==> config.mk <==
export PLATFORM = sky130hd
export DESIGN_NAME = tile_ctrl_top
export DESIGN_NICKNAME = d
export VERILOG_FILES = /design/src/verilog/tile_ctrl_pkg.sv /design/src/verilog/tile_ctrl_top.sv /design/src/verilog/issue_gate.sv /design/src/verilog/tile_walker.sv /design/src/verilog/step_sequencer.sv
export SDC_FILE = /design/constraint.sdc
export NUM_CORES = 1
export LEC_CHECK = 0
export BUFFER_PORTS_ARGS = -buffer_cell sky130_fd_sc_hd__buf_2
export CELL_PAD_IN_SITES_DETAIL_PLACEMENT = 0
export CELL_PAD_IN_SITES_GLOBAL_PLACEMENT = 1
export CORE_AREA = 3 3 104 106
export CTS_BUF_LIST = sky130_fd_sc_hd__clkbuf_8
export CTS_CLUSTER_SIZE = 24
export DETAILED_ROUTE_END_ITERATION = 12
export DIE_AREA = 0 0 107 109
export HOLD_SLACK_MARGIN = 0.03
export MAX_ROUTING_LAYER = met4
export PLACE_DENSITY_LB_ADDON = 0.1
export SLEW_MARGIN = 20
export SYNTH_ARGS = -nofsm -noshare
export SYNTH_HDL_FRONTEND = slang
export SYNTH_SLANG_ARGS = --single-unit
export TNS_END_PERCENT = 20
==> constraint.sdc <==
create_clock -name clk_i -period 13.18 [get_ports clk_i]
set_input_delay 1.977 -clock clk_i [delete_from_list [all_inputs] [get_ports clk_i]]
set_output_delay 1.977 -clock clk_i [all_outputs]
set_load 0.02 [all_outputs]
==> src/verilog/tile_ctrl_pkg.sv <==
// ~~~~~~~~~~~~~~~~~~~~~~~~~~~~~~~~~~~~~~~~~~~~~~~~~~~~~~~~~~~~~~~~~~~~~~~~~~
// sizes, layer and step enums of the tile controller
// job description, loop bound and tile position structs
// ~~~~~~~~~~~~~~~~~~~~~~~~~~~~~~~~~~~~~~~~~~~~~~~~~~~~~~~~~~~~~~~~~~~~~~~~~~

package tile_ctrl_pkg;

  localparam int unsigned N         = 4;          // lanes per beat
  localparam int unsigned M         = 16;         // tile edge
  localparam int unsigned TileBeats = M * M / N;  // beats per tile
  localparam int unsigned FifoDepth = 8;          // output fifo entries
  localparam int unsigned CntW      = 8;

  typedef logic [CntW-1:0] counter_t;

  typedef enum logic {
    Linear,
    Feedforward
  } layer_e;

  // one step per matmul pass
  typedef enum logic [1:0] {
    Idle,
    MatMul,
    F1,
    F2
  } step_e;

  typedef struct packed {
    logic     start;   // single cycle
    layer_e   layer;
    counter_t tile_s;  // sequence tiles
    counter_t tile_e;  // embedding tiles
    counter_t tile_f;  // feedforward tiles
    counter_t tile_p;  // projection tiles
  } ctrl_t;

  // loop bounds of the running step, all in tiles
  typedef struct packed {
    counter_t inner_dim;
    counter_t x_dim;
    counter_t y_dim;
  } bounds_t;

  typedef struct packed {
    counter_t inner_tile;
    counter_t tile_x;
    counter_t tile_y;
    logic     first_inner;
    logic     last_inner;
  } tile_pos_t;

endpackage
==> src/verilog/tile_ctrl_top.sv <==
// ~~~~~~~~~~~~~~~~~~~~~~~~~~~~~~~~~~~~~~~~~~~~~~~~~~~~~~~~~~~~~~~~~~~~~~~~~~
// tile controller top level wiring the step sequencer, tile walker and issue gate
// ~~~~~~~~~~~~~~~~~~~~~~~~~~~~~~~~~~~~~~~~~~~~~~~~~~~~~~~~~~~~~~~~~~~~~~~~~~

`timescale 1ns/1ps

module tile_ctrl_top (
  input  logic                     clk_i,
  input  logic                     rst_ni,
  input  tile_ctrl_pkg::ctrl_t     ctrl_i,
  input  logic                     inp_valid_i,
  input  logic                     weight_valid_i,
  input  logic                     bias_valid_i,
  input  logic                     oup_valid_i,
  input  logic                     oup_ready_i,
  output logic                     inp_ready_o,
  output logic                     weight_ready_o,
  output logic                     bias_ready_o,
  output logic                     calc_en_o,
  output tile_ctrl_pkg::step_e     step_o,
  output tile_ctrl_pkg::tile_pos_t pos_o,
  output logic                     busy_o
);

  tile_ctrl_pkg::step_e      step;
  tile_ctrl_pkg::bounds_t    bounds;
  tile_ctrl_pkg::tile_pos_t  pos;
  logic                      calc_en;
  logic                      step_done;

  assign step_o    = step;
  assign pos_o     = pos;
  assign calc_en_o = calc_en;

  step_sequencer i_step_sequencer (
    .clk_i       (clk_i),
    .rst_ni      (rst_ni),
    .ctrl_i      (ctrl_i),
    .step_done_i (step_done),
    .step_o      (step),
    .bounds_o    (bounds),
    .busy_o      (busy_o)
  );

  tile_walker i_tile_walker (
    .clk_i       (clk_i),
    .rst_ni      (rst_ni),
    .step_i      (step),
    .bounds_i    (bounds),
    .calc_en_i   (calc_en),
    .pos_o       (pos),
    .step_done_o (step_done)
  );

  issue_gate i_issue_gate (
    .clk_i          (clk_i),
    .rst_ni         (rst_ni),
    .step_i         (step),
    .pos_i          (pos),
    .inp_valid_i    (inp_valid_i),
    .weight_valid_i (weight_valid_i),
    .bias_valid_i   (bias_valid_i),
    .oup_valid_i    (oup_valid_i),
    .oup_ready_i    (oup_ready_i),
    .inp_ready_o    (inp_ready_o),
    .weight_ready_o (weight_ready_o),
    .bias_ready_o   (bias_ready_o),
    .calc_en_o      (calc_en)
  );

endmodule

==> src/verilog/issue_gate.sv <==
// ~~~~~~~~~~~~~~~~~~~~~~~~~~~~~~~~~~~~~~~~~~~~~~~~~~~~~~~~~~~~~~~~~~~~~~~~~~
// cross coupled readies and compute enable of the issue gate
// in-flight output count against the output FIFO depth
// ~~~~~~~~~~~~~~~~~~~~~~~~~~~~~~~~~~~~~~~~~~~~~~~~~~~~~~~~~~~~~~~~~~~~~~~~~~

`timescale 1ns/1ps

module issue_gate (
  input  logic                     clk_i,
  input  logic                     rst_ni,
  input  tile_ctrl_pkg::step_e     step_i,
  input  tile_ctrl_pkg::tile_pos_t pos_i,
  input  logic                     inp_valid_i,
  input  logic                     weight_valid_i,
  input  logic                     bias_valid_i,
  input  logic                     oup_valid_i,
  input  logic                     oup_ready_i,
  output logic                     inp_ready_o,
  output logic                     weight_ready_o,
  output logic                     bias_ready_o,
  output logic                     calc_en_o
);

  tile_ctrl_pkg::counter_t inflight_q;
  logic                    gate_open;
  logic                    issue;  // beat that makes an output
  logic                    leave;

  assign gate_open = (step_i != tile_ctrl_pkg::Idle) &&
                     (inflight_q < tile_ctrl_pkg::counter_t'(tile_ctrl_pkg::FifoDepth));

  always_comb begin
    inp_ready_o    = 1'b0;
    weight_ready_o = 1'b0;
    bias_ready_o   = 1'b0;
    if (gate_open) begin
      inp_ready_o    = weight_valid_i;  // cross coupled
      weight_ready_o = inp_valid_i;
      bias_ready_o   = weight_valid_i;
    end
  end

  assign calc_en_o = gate_open && inp_valid_i && weight_valid_i && bias_valid_i;

  // only the last inner tile produces results
  assign issue = calc_en_o && pos_i.last_inner;
  assign leave = oup_valid_i && oup_ready_i;

  always_ff @(posedge clk_i or negedge rst_ni) begin
    if (!rst_ni) begin
      inflight_q <= '0;
    end else if (issue && !leave) begin
      inflight_q <= inflight_q + 1'b1;
    end else if (leave && !issue) begin
      inflight_q <= inflight_q - 1'b1;
    end
  end

  a_inflight_max: assert property (@(posedge clk_i) disable iff (!rst_ni)
    inflight_q <= tile_ctrl_pkg::counter_t'(tile_ctrl_pkg::FifoDepth));

  // downstream never pops an output that was not issued
  a_no_underflow: assert property (@(posedge clk_i) disable iff (!rst_ni)
    leave && !issue |-> inflight_q != '0);

endmodule

==> src/verilog/tile_walker.sv <==
// ~~~~~~~~~~~~~~~~~~~~~~~~~~~~~~~~~~~~~~~~~~~~~~~~~~~~~~~~~~~~~~~~~~~~~~~~~~
// beat, inner tile and outer tile counters,
// end of tile and end of step detection
// ~~~~~~~~~~~~~~~~~~~~~~~~~~~~~~~~~~~~~~~~~~~~~~~~~~~~~~~~~~~~~~~~~~~~~~~~~~

`timescale 1ns/1ps

module tile_walker (
  input  logic                     clk_i,
  input  logic                     rst_ni,
  input  tile_ctrl_pkg::step_e     step_i,
  input  tile_ctrl_pkg::bounds_t   bounds_i,
  input  logic                     calc_en_i,
  output tile_ctrl_pkg::tile_pos_t pos_o,
  output logic                     step_done_o
);

  tile_ctrl_pkg::counter_t beat_q;
  tile_ctrl_pkg::counter_t inner_q;
  tile_ctrl_pkg::counter_t x_q;
  tile_ctrl_pkg::counter_t y_q;
  tile_ctrl_pkg::counter_t inner_end, x_end, y_end;
  logic                    last_beat, last_inner, last_x, last_y;

  assign inner_end = bounds_i.inner_dim - 1'b1;
  assign x_end     = bounds_i.x_dim - 1'b1;
  assign y_end     = bounds_i.y_dim - 1'b1;

  assign last_beat  = (beat_q == tile_ctrl_pkg::counter_t'(tile_ctrl_pkg::TileBeats - 1));
  assign last_inner = (inner_q == inner_end);
  assign last_x     = (x_q == x_end);
  assign last_y     = (y_q == y_end);

  // final beat of the final output tile
  assign step_done_o = calc_en_i && last_beat && last_inner && last_x && last_y;

  always_ff @(posedge clk_i or negedge rst_ni) begin
    if (!rst_ni) begin
      beat_q  <= '0;
      inner_q <= '0;
      x_q     <= '0;
      y_q     <= '0;
    end else if (step_i == tile_ctrl_pkg::Idle) begin
      beat_q  <= '0;
      inner_q <= '0;
      x_q     <= '0;
      y_q     <= '0;
    end else if (calc_en_i) begin
      if (last_beat) begin
        beat_q <= '0;
        if (last_inner) begin
          inner_q <= '0;
          if (last_x) begin  // x wraps before y
            x_q <= '0;
            y_q <= last_y ? '0 : y_q + 1'b1;
          end else begin
            x_q <= x_q + 1'b1;
          end
        end else begin
          inner_q <= inner_q + 1'b1;
        end
      end else begin
        beat_q <= beat_q + 1'b1;
      end
    end
  end

  always_comb begin
    pos_o             = '0;
    pos_o.inner_tile  = inner_q;
    pos_o.tile_x      = x_q;
    pos_o.tile_y      = y_q;
    pos_o.first_inner = (inner_q == '0);
    pos_o.last_inner  = last_inner;  // low in idle where the bounds are zero
  end

  // outer position stays inside the step's output grid
  a_tile_x_range: assert property (@(posedge clk_i) disable iff (!rst_ni)
    step_i != tile_ctrl_pkg::Idle |-> pos_o.tile_x < bounds_i.x_dim);

endmodule

==> src/verilog/step_sequencer.sv <==
// ~~~~~~~~~~~~~~~~~~~~~~~~~~~~~~~~~~~~~~~~~~~~~~~~~~~~~~~~~~~~~~~~~~~~~~~~~~
// layer step FSM with per-step loop bounds
// ~~~~~~~~~~~~~~~~~~~~~~~~~~~~~~~~~~~~~~~~~~~~~~~~~~~~~~~~~~~~~~~~~~~~~~~~~~

`timescale 1ns/1ps

module step_sequencer (
  input  logic                   clk_i,
  input  logic                   rst_ni,
  input  tile_ctrl_pkg::ctrl_t   ctrl_i,
  input  logic                   step_done_i,
  output tile_ctrl_pkg::step_e   step_o,
  output tile_ctrl_pkg::bounds_t bounds_o,
  output logic                   busy_o
);

  tile_ctrl_pkg::step_e    step_d, step_q;
  tile_ctrl_pkg::counter_t tile_s_q, tile_e_q, tile_f_q, tile_p_q;
  logic                    accept;

  assign accept = ctrl_i.start && (step_q == tile_ctrl_pkg::Idle);

  always_comb begin
    step_d = step_q;
    case (step_q)
      tile_ctrl_pkg::Idle: begin
        if (accept) begin
          step_d = (ctrl_i.layer == tile_ctrl_pkg::Feedforward) ? tile_ctrl_pkg::F1
                                                                 : tile_ctrl_pkg::MatMul;
        end
      end
      tile_ctrl_pkg::MatMul: if (step_done_i) step_d = tile_ctrl_pkg::Idle;
      tile_ctrl_pkg::F1:     if (step_done_i) step_d = tile_ctrl_pkg::F2;
      tile_ctrl_pkg::F2:     if (step_done_i) step_d = tile_ctrl_pkg::Idle;
      default:               step_d = tile_ctrl_pkg::Idle;
    endcase
  end

  always_ff @(posedge clk_i or negedge rst_ni) begin
    if (!rst_ni) begin
      step_q <= tile_ctrl_pkg::Idle;
    end else begin
      step_q <= step_d;
    end
  end

  // job sizes held for the whole layer
  always_ff @(posedge clk_i) begin
    if (accept) begin
      tile_s_q <= ctrl_i.tile_s;
      tile_e_q <= ctrl_i.tile_e;
      tile_f_q <= ctrl_i.tile_f;
      tile_p_q <= ctrl_i.tile_p;
    end
  end

  always_comb begin
    bounds_o = '0;
    case (step_q)
      tile_ctrl_pkg::MatMul: begin
        bounds_o.inner_dim = tile_e_q;
        bounds_o.x_dim     = tile_p_q;
        bounds_o.y_dim     = tile_s_q;
      end
      tile_ctrl_pkg::F1: begin
        bounds_o.inner_dim = tile_e_q;
        bounds_o.x_dim     = tile_f_q;  // hidden width
        bounds_o.y_dim     = tile_s_q;
      end
      tile_ctrl_pkg::F2: begin
        bounds_o.inner_dim = tile_f_q;
        bounds_o.x_dim     = tile_e_q;
        bounds_o.y_dim     = tile_s_q;
      end
      default: bounds_o = '0;
    endcase
  end

  assign step_o = step_q;
  assign busy_o = (step_q != tile_ctrl_pkg::Idle);

  // walker ends only a running step
  a_done_not_idle: assert property (@(posedge clk_i) disable iff (!rst_ni)
    step_done_i |-> step_q != tile_ctrl_pkg::Idle);

  a_bounds_nonzero: assert property (@(posedge clk_i) disable iff (!rst_ni)
    step_q != tile_ctrl_pkg::Idle |->
      bounds_o.inner_dim != '0 && bounds_o.x_dim != '0 && bounds_o.y_dim != '0);

endmodule

Word-level counts from Yosys, hierarchy flattened
Cells that the tools add are included.
- register bits: 74
- output and inout bits: 33
- bits of input ports: 41
- word-level logic and storage cells: 86
- multiplexer cells: 28
- add/sub/neg operators: 9
- reduce and logical (&&, ||, !) cells: 28
- $lt $le $gt $ge: 1
- equality and inequality tests: 10
- operators with widths (kind ; count):
    $mux W8 ; 20
    $pmux W24 S3 ; 1
    $add A8 B1 Y8 const B ; 5
    $sub A8 B1 Y8 const B ; 4
    $eq A8 B8 Y1 ; 3
    $logic_and A1 B1 Y1 ; 13
    $reduce_bool A2 Y1 ; 6
    $eq A8 B6 Y1 const B ; 1
    $logic_not A8 Y1 ; 1
    $lt A8 B4 Y1 const B ; 1
    $mux W2 ; 4
    $ne A2 B1 Y1 const B ; 3
    $pmux W2 S3 ; 1
    $reduce_and A3 Y1 ; 2
    $eq A2 B2 Y1 const B ; 2
    $reduce_and A4 Y1 ; 1
    $eq A2 B1 Y1 const B ; 1
    $logic_not A1 Y1 ; 2
    $logic_not A2 Y1 ; 1
    $mux W1 ; 2
    $reduce_and A2 Y1 ; 1
    $reduce_or A2 Y1 ; 1

Logic depth before layout (Yosys ltp)
- word-level depth: 11
- depth in mapped cells: 23
- gate-level depth less buffers: 20

Cells and area by module
Synthesis repeated with hierarchy kept, for this count alone.
- cells, all modules: 452
- area, all modules: 4630.7 µm²
- modules (own cells, without submodules) (module ; area an instance (µm²) ; cells each ; sequential area each (µm²) ; times used):
    tile_walker ; 2442.3 ; 283 ; 800.8 ; 1
    step_sequencer ; 1524.0 ; 98 ; 1011.0 ; 1
    issue_gate ; 664.4 ; 71 ; 200.2 ; 1

Worst setup path before layout
OpenSTA, ideal clock, no wires.
- kind: in2reg
- start: input port weight_valid_i
- end: register i_issue_gate.inflight_q[7]
- required time: 13.044 ns
- path buffers: 1
- cell stages on the path: 14
- setup slack: 8.444 ns
- setup time: 0.136 ns
- arrival time: 4.600 ns
- cells stage by stage: nor4bb_1 -> nand4_1 -> buf_2 -> nor3_1 -> ha_1 -> inv_1 -> ha_1 -> a21o_1 -> a21oi_1 -> o21bai_1 -> a21oi_1 -> o21bai_1 -> a2111oi_0 -> o31ai_1
- word-level cells in the longest chain between the ends: 6
- elaborated cells between the ends (all ways): 8
- those cells by class: mux (1); reduce/logical (7)
- RTL lines (item ; RTL line ; RTL):
    start, declared ; tile_ctrl_top.sv:12 ; input logic weight_valid_i,
    $logic_and A1 B1 Y1 (*) (2 in series) ; issue_gate.sv:43 ; assign calc_en_o = gate_open && inp_valid_i && weight_valid_i && bias_valid_i;
    $logic_and A1 B1 Y1 (*) ; issue_gate.sv:46 ; assign issue = calc_en_o && pos_i.last_inner;
    $logic_not A1 Y1 ; issue_gate.sv:54 ; end else if (leave && !issue) begin
    $logic_and A1 B1 Y1 ; issue_gate.sv:54 ;
    $reduce_bool A2 Y1 (no line) ; -- ;
    end signal, assigned ; issue_gate.sv:53 ; inflight_q <= inflight_q + 1'b1;
    end signal, assigned ; issue_gate.sv:55 ; inflight_q <= inflight_q - 1'b1;
    end, declared ; issue_gate.sv:24 ; tile_ctrl_pkg::counter_t inflight_q;
Mark *: on every way between the ends. The rest lies on a longest branch, timed or not.
A chain may end at the register's enable or synchronous reset.

==> results.md <==
* Outcome: completed
* Initial antenna violation count at 0
* Avg Cell Area, Syn at just over 10 µm²
* Final Critical Period at 5.796 ns
* Synthesized flop and latch total at 74
* Slew headroom at 44.44%
* GRT Residual Overflow at 0
* Critical Path Start Type: flip-flop
* Fraction of layout cells with a size suffix above 1 at 23.69%
* Setup Viol. Count Final at 0
* Drt first-iter violations at 185
* Slowest CP cell: dfrtp_1
* Final hold viol count at 0
* First-pass GRT wire length at about 19,000 µm
* Post-synth EDFFs at 32
* Final slew viol count at 0
* Mapped cell area at 4903 µm²
* Worst r2r src: i_step_sequencer.step_o[1]
* Reg2reg end: i_issue_gate.inflight_q[7]
* Crit-path max FO at 25
* Largest net degree at the start of global routing at between 40 and 50
* WP buf/inv at 3
* Root buffer cell: clkbuf_8
* Layout area overhead at 12.83%
* Clock tree buffer depth at 2
* WL/cell at 16.57 µm
* Row count at 36
* WL final at 11,370 µm
* Placed cell area at ~5300 µm²
* Die Y at 109 µm
* Sum of negative setup slack at 0 ns
* Post-Layout Cell Count at 686
* Reg2Reg Setup Slack at 8.02 ns
* Critical Path RT at around 11 ns
* HP Class: flip-flop to flip-flop
* Final period util at 43.98%
* Post-CTS sizing at 0
* Post-CTS setup buffers at 0
* TritonCTS clock tree: yes
* DRT antenna net count at 0
* Total GRT Usage at a little over a fifth
* Clock skew at 0.01373 ns
* Clk sinks at 74
* Drc violations at 0
* ANT cells at 0
* Die X at 107 µm
* Clk slew on worst S/H paths at 0.08 ns
* Final Cell Area at 5533 µm²
* Synth Instances at roughly 480
* Slew @ Worst Pin at between 0.8 and 0.9 ns
* HPWL after DPL at 8074 µm
* Crit end category: primary output
* Netlist cell types at 78
* Unrepaired setup endpoints after global routing: no
* Critical path cell sequence: inv_2 > o21ai_1 > inv_1 > ha_1 > xnor2_1 > xnor2_1 > nor3_2 > o211ai_4 > nor2_1 > buf_2
* Syn Nets at 541
* Placed insts at between 600 and 700
* Clk_lat worst skew at 0.37 ns
* Hold Buf Count CTS at 0
* Initial Util at 49.71%
* Min-Delay Endpoint: i_issue_gate.inflight_q[2]
* Asr flop ratio synth at 56.76%
* Critical path type: flip-flop to primary output
* P_leak at 0.002443 µW
* DR pass1 iterations at 5
* Final GP Congestion at 0.8327
* Core Region at 9864 µm²
* DP Worst Slack at 7.735 ns
* Total CTS buffers at 9
* Number of global-route vias before repair at roughly 3,700
* Seq/Total Area, Yosys at 41.03%
* Via density at 5.624
* Hold path depth at 2
* Worst path arrival time at 3.82 ns
* Full die area at 11,660 µm²
* Ys Warns at 0
* Predominant post-synthesis flop cell: dfrtp_1
* R2r worst-path depth at 19
* H-tree depth at 3
* Max-cap violations at 0
* Total chip power at 588.9 µW
* IR drop worst, VDD at 79.96 µV
* Vias at between 3,000 and 4,000
* Final nets at between 600 and 700
* Crit path top cell by count: xnor2_1
* F_max at 172.5 MHz
* P per Cell Area at 106.4 nW/µm²
* Critical Path Max Stage Delay at 0.87 ns
* Io pins at 74
* Final Worst Setup Slack at 7.384 ns
* Hold wc startpoint: i_issue_gate.inflight_q[2]
* Crit path max-delay family: simple AND/OR/NAND/NOR gates
* Buffers on Ports at 73
-- flip-flops by register name, summed over array words and instances (netlist names) --
name	flops
i_step_sequencer.tile_s_q	8
i_issue_gate.inflight_q	8
i_step_sequencer.tile_p_q	8
i_step_sequencer.tile_f_q	8
i_tile_walker.y_q	8
i_tile_walker.inner_q	8
i_step_sequencer.step_o	2
i_tile_walker.beat_q	8
i_tile_walker.x_q	8
i_step_sequencer.tile_e_q	8
-- synthesized netlist by cell type, drive strengths merged (5+ instances only) --
cell type / number / share of area [%]
dfrtp: 42 / 21
nor3: 24 / 2.8
mux2i: 18 / 3.7
o31ai: 6 / 1.2
nor4: 8 / 1.5
nor2: 30 / 2.3
clkbuf: 5 / 0.38
edfxtp: 32 / 20
nand3: 13 / 1.3
a31o: 6 / 1.1
xnor2: 31 / 5.5
nand3b: 11 / 1.7
ha: 16 / 4.1
a21oi: 25 / 2.6
xor2: 12 / 2.3
or2: 6 / 0.77
and2: 10 / 1.3
buf: 17 / 3.1
nand4: 12 / 1.5
inv: 24 / 1.8
a211oi: 9 / 1.7
o21ai: 24 / 2.7
nand2: 30 / 2.3
and3: 9 / 1.1
nor2b: 8 / 1.2
-- kinds of logic after synthesis --
| group | share of synthesized area (%) |
|---|---|
| mux | 4.440 |
| fa+ha+maj | 4.491 |
| buf+inv | 5.333 |
| simple gates | 21.15 |
| xor+xnor | 8.293 |
| compound gates | 15.26 |
| flops | 41.03 |
-- worst max-delay path by stage --
stage,cells past startpoint,slack (ns),from,to
finish,10,7.38,i_step_sequencer.step_o[1],pos_o[0]
global route,10,7.07,i_step_sequencer.step_o[1],pos_o[0]
CTS,10,7.34,i_step_sequencer.step_o[1],pos_o[0]
detailed placement,14,7.73,weight_valid_i,i_issue_gate.inflight_q[7]
global placement,10,7.91,i_step_sequencer.step_o[1],pos_o[0]
floorplan,14,8.44,weight_valid_i,i_issue_gate.inflight_q[7]
-- metrics by stage --
step,hold slack [ns],utilization [%]
floorplan,0.4594,-
global placement,0.4776,53.61
detailed placement,0.5027,53.61
CTS,0.5215,56.06
global route,0.5732,56.09
finish,0.5228,56.09
-- placed cells by master, fill, tap and decap left out, drive strengths merged, types with 3 or more instances in the layout --
cell type,instances
a31oi,4
nand2,30
nand3,13
buf,76
ha,16
a21oi,25
nor3,24
nand4,12
inv,24
or2,6
mux2,3
edfxtp,32
o21bai,4
o31ai,6
o211ai,4
a31o,6
a21o,4
clkbuf,9
xor2,12
or3,3
nor2,30
dfrtp,42
nor2b,8
bufinv,3
nand3b,11
a211oi,9
o2bb2ai,4
and2,10
nand2b,3
and3,9
or4,3
o21ai,24
mux2i,18
clkinv,4
nor4,8
xnor2,31
-- power breakdown --
part / internal (µW) / total (µW) / switching, µW / leakage [µW]
Combinational: 49.4 / 99.7 / 50.3 / 0.00151
Clock: 126 / 219 / 93.2 / 0.000123
Sequential: 255 / 270 / 15.2 / 0.000812
-- tightest hold or removal path, stage by stage (launching register included) --
cell     delay, ns
dfrtp_1       0.37
nand2_1       0.05
o21ai_0       0.06
-- layout make-up --
cell class,instances,area (µm²)
tap,133,166.4
timing repair buffer,76,390.4
clock inverter,7,117.6
clock buffer,9,123.9
fill,874,4332
sequential,74,2012
inverter,24,90.09
multi-input combinational,363,2633
-- layer usage --
metal / track usage, % / vias to the layer above / part of all wire, %
li1: - / 1911 / -
met1: 27.28 / 1851 / 47
met2: 33.63 / 81 / 47
met3: 4.973 / 15 / 4.4
met4: 7.854 / 0 / 2.0
met5: - / - / 0
Power figures use the tool's default switching activity.
